[src/arith_macros.svh]
/* arithmetic core widths and schedule reset values. */

`ifndef ARITH_MACROS_SVH
`define ARITH_MACROS_SVH

// element format, signed q10.16.
`define ELEM_W 27
`define FRAC_W 16
`define PROD_W 36 // sign-extended operand inside a multiply.

// schedule counter.
`define CNT_W 8

`define DEF_PERIOD 113
`define DEF_CLR0   28
`define DEF_CLR1   98
`define DEF_VEC_LO 90 // vector window, lo inclusive.
`define DEF_VEC_HI 99

`endif

[src/sched_pkg.sv]
/* schedule definitions: register map of the settings block and the
   matrix multiplier mode. */

`default_nettype none

`include "arith_macros.svh"

package sched_pkg;

	////////////////////////////////////////////////////////////////////////////
	// register map
	////////////////////////////////////////////////////////////////////////////

	typedef enum logic [2:0] {
		REG_PERIOD = 3'd0,
		REG_CLR0   = 3'd1,
		REG_CLR1   = 3'd2,
		REG_VEC_LO = 3'd3,
		REG_VEC_HI = 3'd4
	} reg_addr_e;

	////////////////////////////////////////////////////////////////////////////
	// multiplier mode
	////////////////////////////////////////////////////////////////////////////

	// vector mode is the low encoding, as on the mat_mode pin.
	typedef enum logic {
		MODE_VEC = 1'b0,
		MODE_MAT = 1'b1
	} mode_e;

endpackage

`default_nettype wire

[src/sched_regs.sv]
/* schedule settings: period, the two clear points and the vector
   window, written through a small address map. */

`timescale 1ns/1ps
`default_nettype none

`include "arith_macros.svh"

module sched_regs (
	input  logic              clk,
	input  logic              rst_n,
	input  logic              we,
	input  logic [2:0]        addr,
	input  logic [`CNT_W-1:0] wdata,
	output logic [`CNT_W-1:0] period,
	output logic [`CNT_W-1:0] clr0,
	output logic [`CNT_W-1:0] clr1,
	output logic [`CNT_W-1:0] vec_lo,
	output logic [`CNT_W-1:0] vec_hi
);

	logic [`CNT_W-1:0] period_w;

	// zero period would leave the counter nowhere to wrap.
	assign period_w = (wdata == '0) ? `CNT_W'(1) : wdata;

	always_ff @(posedge clk or negedge rst_n) begin
		if (!rst_n) begin
			period <= `CNT_W'(`DEF_PERIOD);
			clr0   <= `CNT_W'(`DEF_CLR0);
			clr1   <= `CNT_W'(`DEF_CLR1);
			vec_lo <= `CNT_W'(`DEF_VEC_LO);
			vec_hi <= `CNT_W'(`DEF_VEC_HI);
		end else if (we) begin
			case (addr)
				sched_pkg::REG_PERIOD: begin
					period <= period_w;
				end
				sched_pkg::REG_CLR0: begin
					clr0 <= wdata;
				end
				sched_pkg::REG_CLR1: begin
					clr1 <= wdata;
				end
				sched_pkg::REG_VEC_LO: begin
					vec_lo <= wdata;
				end
				sched_pkg::REG_VEC_HI: begin
					vec_hi <= wdata;
				end
				default: begin
					// unmapped, write dropped.
				end
			endcase
		end
	end

endmodule

`default_nettype wire

[config.mk]
export PLATFORM = sky130hd
export DESIGN_NAME = sched_regs
export DESIGN_NICKNAME = d
export VERILOG_FILES = /design/src/sched_pkg.sv /design/src/sched_regs.sv
export VERILOG_INCLUDE_DIRS = /design/src
export SDC_FILE = /design/constraint.sdc
export NUM_CORES = 1
export LEC_CHECK = 0
export CAP_MARGIN = 0
export CORE_ASPECT_RATIO = 1.25
export CORE_UTILIZATION = 60
export DETAILED_ROUTE_END_ITERATION = 12
export DONT_BUFFER_PORTS = 1
export PLACE_DENSITY = 0.75
export SYNTH_ARGS = -nofsm -noshare
export SYNTH_HDL_FRONTEND = slang
export SYNTH_SLANG_ARGS = --single-unit
[constraint.sdc]
create_clock -name clk -period 2.2 [get_ports clk]
set_clock_uncertainty 0.15 [all_clocks]
set_input_delay 0.22 -clock clk [delete_from_list [all_inputs] [get_ports clk]]
set_output_delay 0.22 -clock clk [all_outputs]
set_load 0.01 [all_outputs]
==> flow_metrics.py <==
metrics = {
    "worst_hold_path": {
        "hold_path_class": "in -> reg",
        "worstHoldStart": "addr[0]",
    },
    "finish": {
        "multiInputGateArea_um2": 535.5,
        "num_antenna_cells": 0,
        "area_delta_synth_final_pct": 15.95,
        "nets": 126,
        "fin_cells": 146,
        "seqCellArea_um2": 1023,
        "final_cell_area_um2": 1819,
        "layout-drive-gt1-share": 0.6283,
        "post_layout_utilization_of_the_core": 0.7418,
        "fill_cell_total_of_the_finished_layout": 164,
    },
    "global_route": {
        "grt_max_degree": 41,
        "grt_antenna_before_repair": 0,
        "vias_in_the_first_global_route": 964,
        "grt_use_total": 0.2383,
        "global_route_wire_length_before_repair_um": 4478,
        "grt_overflow_total": 0,
    },
    "synth": {
        "synth_top_area_share": 0.3509,
        "synth-edff-count": 0,
        "yosys.cell_count.top_type": "mux2_2",
        "synth.largest_area_cell": "dfrtp_1",
        "synthCells": 92,
        "postSynth.asyncResetShare": 1.000,
        "synthesis.yosys.warnings": 0,
        "synth-adder-area-share": 0,
        "synth.area.mux_share": 0.2799,
        "synth.distinct_cells": 13,
        "synth_xor_xnor_area_share": 0,
        "mappedNetlistArea_um2": 1569,
        "yosys.area_share.simple": 0.05502,
        "syn_avg_cell_area_um2": 17.05,
        "synth_compound_gate_area_share": 0.006380,
        "seq_cells_post_synth": 40,
        "seq_area_frac_synth": 0.6523,
        "synth_top_cells_by_area": "dfrtp_1 35%, dfstp_2 30%, mux2_2 28%",
        "synth_top_flop_cell": "dfrtp_1",
        "synth.top_cells.by_count": "39 x mux2_2, 22 x dfrtp_1, 18 x dfstp_2",
        "mappedNetlistNets": 106,
        "synth_top_family_by_area": "multiplexers",
    },
    "routing": {
        "num_vias": 852,
        "wl_per_cell_um": 20.49,
        "route.detailed.drc": 0,
        "wl_um": 2991,
        "drtIter0Drc": 9,
        "vias_per_cell": 5.836,
        "ant_nets": 0,
        "detail_route.first_pass.iterations": 4,
    },
    "cts": {
        "clk-insertion-delay-late_ps": 340,
        "cts_buffers": 5,
        "cts_tree": "built",
        "clk_pin_slew_worst_paths_ps": 110,
        "cts.path.max_buffers": 2,
        "clk_root_buffer_cell": "clkbuf_4",
        "postCtsSetupRepairBufs": 0,
        "clock_sink_count": 40,
        "cts_max_level": 2,
    },
    "floorplanning": {
        "core_area_um2": 2452,
        "start_util": 0.6398,
        "boundaryPins": 54,
        "core.rowCount": 20,
        "die_height_um": 59.18,
        "chip_width_um": 47.74,
        "die_area_um2": 2825,
    },
    "critical_path": {
        "r2r_path_start": "clr1[7]",
        "worst-setup-path-type": "in -> reg",
        "critPathArrivalTime_ps": 2200,
        "start_kind": "input pin",
        "critical_path.startpoint": "addr[1]",
        "cp_required_ps": 2320,
        "worst-path-max-fanout": 8,
        "end_kind": "flop",
    },
    "sta": {
        "hold_viol_final": 0,
        "tns_ps": 0,
        "slew_violations": 0,
        "post-route-period-util": 0.9439,
        "fmaxAchievable_mhz": 481.6,
        "worst_max_slew_pin_slew_ps": 568.8,
        "grt_setup_unrepaired": "no",
        "slew-limit-headroom": 0.6188,
        "final-setup-viol-count": 0,
        "final_period_demand_of_the_worst_path_ps": 2077,
    },
    "placement": {
        "place.detailed.instances": 124,
        "dp_hpwl_um": 1971,
        "place_area_um2": 1608,
        "port_buffers": 0,
        "finalWeightedCongestion": 0.6208,
    },
    "run_status": {
        "status": "finished, final reports clean",
    },
    "power_and_ir_drop": {
        "p_leak_nw": 0.7438,
        "design_power_total_mw": 1.746,
        "vdd.ir_drop.worst_uv": 650.6,
        "power-per-cell-area_nw_per_um2": 959.7,
    },
    "flow_run": {
        "drv_cap": 0,
    },
}
## through the flow
| stage | setup slack (ps) | hold slack [ps] |
|---|---|---|
| 2_1_floorplan | 859.7 | -225.6 |
| 3_3_place_gp | 733.9 | -224.7 |
| 3_5_place_dp | 711.1 | -224.6 |
| 4_1_cts | 150.8 | 7.781 |
| 5_1_grt | 56.97 | 14.45 |
| 6_report | 123.4 | 28.15 |
## registers in the layout (all words and copies together) (netlist names)
register and cells:
vec_lo 8, clr1 8, clr0 8, period 8, vec_hi 8
## cells in the final DEF, fill, tap and decap left out
cell type,synthesis,final
clkbuf_8,0,1
nand4b_1,1,1
a21oi_1,2,2
buf_4,0,1
dlygate4sd3_1,0,13
dfrtp_1,22,22
and4bb_2,2,2
buf_12,0,1
mux2_2,39,39
dfstp_2,18,18
nor4b_4,1,1
nor4_1,1,1
nand2_1,1,1
clkinv_2,0,2
clkbuf_4,0,5
nor3_2,1,1
nor3_1,1,1
nor2_1,1,1
## layout make-up
type | count | share of cell area
flip-flops and latches | 40 | 0.5626
multi-input cells | 50 | 0.2944
repair buffers | 15 | 0.08666
clock buffers | 6 | 0.02820
well taps | 33 | 0.02270
clock inverters | 2 | 0.005502
## routing by layer
metal,vias up,wire length (µm),global-route usage
met5,-,0,0
met4,0,28,0.1032
met3,4,229,0.09451
met2,42,1511,0.3803
met1,433,1221,0.2765
li1,373,-,-
## worst max-delay path: stages
cell           delay [ps]
dlygate4sd3_1         590
nor4b_4               560
dlygate4sd3_1         660
nor2_1                 50
a21oi_1               130
## final timing paths
kind,cells after the start,end,slack [ps]
setup reg to reg,1,clr1[7],1210
min in group asynchronous,2,clr0[1],180
hold reg to reg,2,period[0],410
setup / recovery,5,period[0],120
hold / removal,2,period[7],30
max in group asynchronous,2,vec_hi[6],1470
## cell families after synthesis
kind of cell           after synthesis
AOI/OAI and AO/OA                    2
buffers and inverters                2
DFF                                 40
muxes                               39
and+or+nand+nor                      9
## power by group
group	switching, mW	internal [mW]
Clock	0.225	0.152
Combinational	0.0808	0.143
Sequential	0.191	0.954
Total	0.496	1.25
## timing repair
item                                   4_1_cts  5_1_grt
gates resized for setup                      0        0
endpoints found under the hold margin       80        0
hold buffers                                14        0
No activity file was read; power rests on OpenSTA's default activity.
