File: config.mk
export PLATFORM = sky130hd
export DESIGN_NAME = sched_seq
export DESIGN_NICKNAME = d
export VERILOG_FILES = /design/src/sched_pkg.sv /design/src/sched_seq.sv
export VERILOG_INCLUDE_DIRS = /design/src
export SDC_FILE = /design/constraint.sdc
export NUM_CORES = 1
export LEC_CHECK = 0
export BUFFER_PORTS_ARGS = -buffer_cell sky130_fd_sc_hd__buf_2
export CAP_MARGIN = 20
export CORE_MARGIN = 5
export CORE_UTILIZATION = 48
export DETAILED_ROUTE_END_ITERATION = 8
export GPL_TIMING_DRIVEN = 0
export PLACE_DENSITY_LB_ADDON = 0.12
export SETUP_SLACK_MARGIN = 0.5
export SKIP_LAST_GASP = 1
export SYNTH_ARGS = -nofsm -noshare
export SYNTH_HDL_FRONTEND = slang
export SYNTH_SLANG_ARGS = --single-unit
File: constraint.sdc
create_clock -name clk -period 3.1 [get_ports clk]
set_input_delay 0.93 -clock clk [delete_from_list [all_inputs] [get_ports clk]]
set_output_delay 0.93 -clock clk [all_outputs]
set_load 0.005 [all_outputs]
File: src/arith_macros.svh
/* arithmetic core widths and schedule reset values. */

`ifndef ARITH_MACROS_SVH
`define ARITH_MACROS_SVH

// element format, signed q10.16.
`define ELEM_W 27
`define FRAC_W 16
`define PROD_W 36 // sign-extended operand inside a multiply.

// schedule counter.
`define CNT_W 8

`define DEF_PERIOD 113
`define DEF_CLR0   28
`define DEF_CLR1   98
`define DEF_VEC_LO 90 // vector window, lo inclusive.
`define DEF_VEC_HI 99

`endif

File: src/sched_pkg.sv
/* schedule definitions: register map of the settings block and the
   matrix multiplier mode. */

`default_nettype none

`include "arith_macros.svh"

package sched_pkg;

	////////////////////////////////////////////////////////////////////////////
	// register map
	////////////////////////////////////////////////////////////////////////////

	typedef enum logic [2:0] {
		REG_PERIOD = 3'd0,
		REG_CLR0   = 3'd1,
		REG_CLR1   = 3'd2,
		REG_VEC_LO = 3'd3,
		REG_VEC_HI = 3'd4
	} reg_addr_e;

	////////////////////////////////////////////////////////////////////////////
	// multiplier mode
	////////////////////////////////////////////////////////////////////////////

	// vector mode is the low encoding, as on the mat_mode pin.
	typedef enum logic {
		MODE_VEC = 1'b0,
		MODE_MAT = 1'b1
	} mode_e;

endpackage

`default_nettype wire

File: src/sched_seq.sv
/* schedule sequencer. counts a repeating period and derives the matrix
   multiplier's clear pulse and mode from the count. */

`timescale 1ns/1ps
`default_nettype none

`include "arith_macros.svh"

module sched_seq (
	input  logic              clk,
	input  logic              rst_n,
	input  logic              en,
	input  logic [`CNT_W-1:0] period,
	input  logic [`CNT_W-1:0] clr0,
	input  logic [`CNT_W-1:0] clr1,
	input  logic [`CNT_W-1:0] vec_lo,
	input  logic [`CNT_W-1:0] vec_hi,
	output logic [`CNT_W-1:0] count,
	output logic              mat_clr,
	output sched_pkg::mode_e  mat_mode
);

	logic [`CNT_W-1:0] last;
	logic wrap;
	logic clr_hit;

	assign last = period - 1'b1; // period is never zero.

	// also catches a period written below the running count.
	assign wrap = (count >= last);

	assign clr_hit = (count == clr0) || (count == clr1);

	////////////////////////////////////////////////////////////////////////////
	// counter and clear point
	////////////////////////////////////////////////////////////////////////////

	always_ff @(posedge clk or negedge rst_n) begin
		if (!rst_n) begin
			count   <= '0;
			mat_clr <= 1'b0;
		end else if (en) begin
			count   <= wrap ? '0 : count + 1'b1;
			mat_clr <= clr_hit; // one enabled cycle late.
		end
	end

	////////////////////////////////////////////////////////////////////////////
	// vector window
	////////////////////////////////////////////////////////////////////////////

	assign mat_mode = (count >= vec_lo && count < vec_hi) ? sched_pkg::MODE_VEC
		: sched_pkg::MODE_MAT;

endmodule

`default_nettype wire

==> run_results.csv <==
group,metric,value,unit
run_status,outcome,"complete, but fails checks",
run_status,violations,"negative setup slack",
floorplan,fp.dieW,61.84,um
detailed_routing,wirelength,3658,um
synth,synth_top_area_share,24.25,%
power,power,0.001063,W
floorplan,dieArea,0.003824,sq mm
floorplan,io_pins,53,
placed_design,gp_congestion,0.7777,
setup_path,cp_slowest_cell,"a2111oi_2",
cts,cts.clk_slew.worst_paths,60,ps
synth,ys_seq_elements,9,
timing,whs,507.3,ps
setup_path,critical_path.startpoint,"vec_lo[0]",
detailed_routing,drc,0,
timing,timing.final.crit_period,3109,ps
setup_path,r2r_slack,1070,ps
detailed_routing,antenna_left,0,
cts,cts_buffer_depth,2,
synth,seq_area_frac_synth,17.46,%
detailed_routing,first_pass_iters,4,
floorplan,chipHeight,61.84,um
synth,synth_top_cells_by_count,"25 x ha_1, 19 x inv_1, 19 x xor2_1",
timing,fin_crit_sh,100.3,%
timing,finalWorstSetupSlack,-9.207,ps
detailed_routing,drt_iter0_markers,30,
power,swShare,46.73,%
setup_path,reg2reg_from,"count[5]$_DFFE_PN0P_",
timing,slew_violations,0,
timing,fmax,321.6,MHz
timing,finalHoldViolations,0,
run,max-cap-violations,0,
synth,synth_cell_types,35,
floorplan,start_util,51.14,%
setup_path,worst-setup-path-type,"in -> out",
layout,finalNetCount,279,
timing,maxSlewHeadroom,70.42,%
power,ir_drop,0.5782,mV
detailed_routing,via_count,1286,
synth,yosys-top-cells-area,"ha_1 24%, dfrtp_1 17%, xor2_1 13%",
cts,cts_sinks,9,
grt,antenna_found_initial,0,
synth,yosysMostFrequentCell,"ha_1",
synth,yosysTopAreaCell,"ha_1",
grt,overflow,0,
synth,synth-edff-count,0,
cts,cts_buffers,3,
synth,yosysWarnings,0,
setup_path,reg2reg_to,"count[4]$_DFFE_PN0P_",
setup_path,rr_worst_depth,6,
setup_path,cp_cell_sequence,"buf_2 > ha_4 > nand2b_4 > a21o_1 > a2111oi_2 > o31ai_1 > o211ai_1 > buf_2",
power,powerDensity,563.1,mW/mm^2
power,p_comb_share,66.5,%
detailed_routing,post_drt_wl_per_cell,15.24,um
cts,htreeDepth,1,
setup_path,arrival,2180,ps
floorplan,core_area,0.002522,sq mm
timing,fin_skew,2.419,ps
grt,grt_pass1_wl,5526,um
placed_design,portBuffers,52,
timing,tightest_slew,443.7,ps
power,p_int,0.0005663,W
setup_path,start_kind,"input port",
cts,root_buffer,"clkbuf_4",
layout,area_delta_synth_final,46.36,%
layout,drive_gt1_share,45.71,%
power,p_leak,1.007,nW
synth,synth_area_per_cell,8.836,sq um
setup_path,cp_max_fo,1,
timing,setup_viol,1,
synth,syn_nets,214,
power,switchingPower,0.0004968,W
synth,syn_inst,146,
setup_path,worstSetupEndpointType,"primary output",
grt,grt_pass1_vias,1282,
setup_path,worst_path_most_repeated_cell,"buf_2",
synth,ys.flop_type,"dfrtp_1",
worst_hold_path,min_path_type,"in -> async",
grt,grt_max_degree,11,
layout,diodes,0,
setup_path,max_stage_delay,290,ps
floorplan,rows,18,
placed_design,dpl_worst_slack,-11.35,ps
detailed_routing,routed_via_density,5.358,
setup_path,worstPathRequired,2170,ps
timing,grt_setup_unrepaired,"yes",
placed_design,dp_hpwl,2766,um
grt,grt_usage,19.37,%
cts,clkLatencyLatePin,260,ps
power,pwr-share-clk,8.7,%
synth,syn_area,0.001290,sq mm
power,p_seq_share,24.7,%
synth,synth_async_sr_flop_share,100.0,%
cts,cts_tree,"yes",
## kinds of logic (layout without fill, tap and decap cells)
family,Yosys count,in the layout,share of synthesized area (%)
xor gates and xnor gates,24,24,16.29
DFF,9,9,17.46
muxes,1,1,0.7760
adders and majority gates,25,25,24.25
buffers and inverters,22,86,6.887
and+or+nand+nor,34,34,14.36
AOI/OAI and AO/OA,31,31,19.98
## power groups by stage
stage	registers, W	clock network (W)	logic [W]
after floorplan	0.000228	0	0.000457
after global placement	0.000260	0	0.000586
after detailed placement	0.000263	0	0.000612
after CTS	0.000262	0.0000930	0.000641
after global routing	0.000271	0.0000996	0.000785
final	0.000263	0.0000929	0.000707
## critical path, delay by kind of cell
kind,cells,cell delay [ps]
AOI/OAI and AO/OA,4,670
buffers and inverters,2,250
adders and majority gates,1,200
and+or+nand+nor,1,130
## cell usage in the layout, fill, tap and decap left out, types with 2 or more instances in the layout
cell type  instances
ha_1              23
a211o_1            3
nand2b_1           3
inv_1             17
nand3_1            3
and3_1             3
nor4_1             4
buf_4              6
a21o_1             7
nor4_2             2
ha_4               2
clkbuf_4           3
buf_6              6
nand2_1            4
xnor2_1            4
buf_2             50
xor2_1            19
a21oi_2            2
nor2_1             4
dfrtp_1            8
o2111ai_1          2
a21oi_1            3
nor3_1             2
inv_4              2
o21ai_2            2
## registers in the layout, indices dropped and copies added (netlist names)
| signal | flops |
|---|---|
| count | 8 |
| mat_clr | 1 |
## stage by stage
stage                     util [%]  instance area (sq um)  cells  TNS [ps]
after global placement       66.91                   1688    228    -3.616
after CTS                    70.73                   1784    237    -14.26
after detailed placement     66.91                   1688    228    -11.35
after floorplan                  -                   1390    146         0
after global routing         74.85                   1888    240    -62.90
final                        74.85                   1888    240    -9.207
## how the worst max path moves through the flow
stage                     endpoint  slack [ps]
after floorplan           mat_mode         310
after global placement    mat_mode          -4
after detailed placement  mat_mode         -10
after CTS                 mat_mode         -10
after global routing      mat_mode         -60
final                     mat_mode          -9
## cell type report
class	count	area, sq um
Inverter	19	76.32
Timing Repair Buffer	60	360.3
Clock buffer	4	26.28
Fill cell	195	634.4
Buffer	3	17.52
Tap cell	30	37.54
Sequential cell	9	226.5
Multi-Input combinational cell	115	1144
## per-layer routing
metal	GRT usage (%)	vias to the layer above	routed length, um
li1	-	654	-
met5	0	-	0
met2	35.43	36	1904
met1	23.85	589	1513
met3	1.860	7	183
met4	5.758	0	56
## what timing repair did
action | in CTS | in global routing
gates resized for setup | 9 | 18
pin swaps | 14 | 10
buffers inserted | 5 | 3
hold buffers | 0 | 0
setup endpoints to repair | 6 | 9
(Power assumes the default switching activity.)
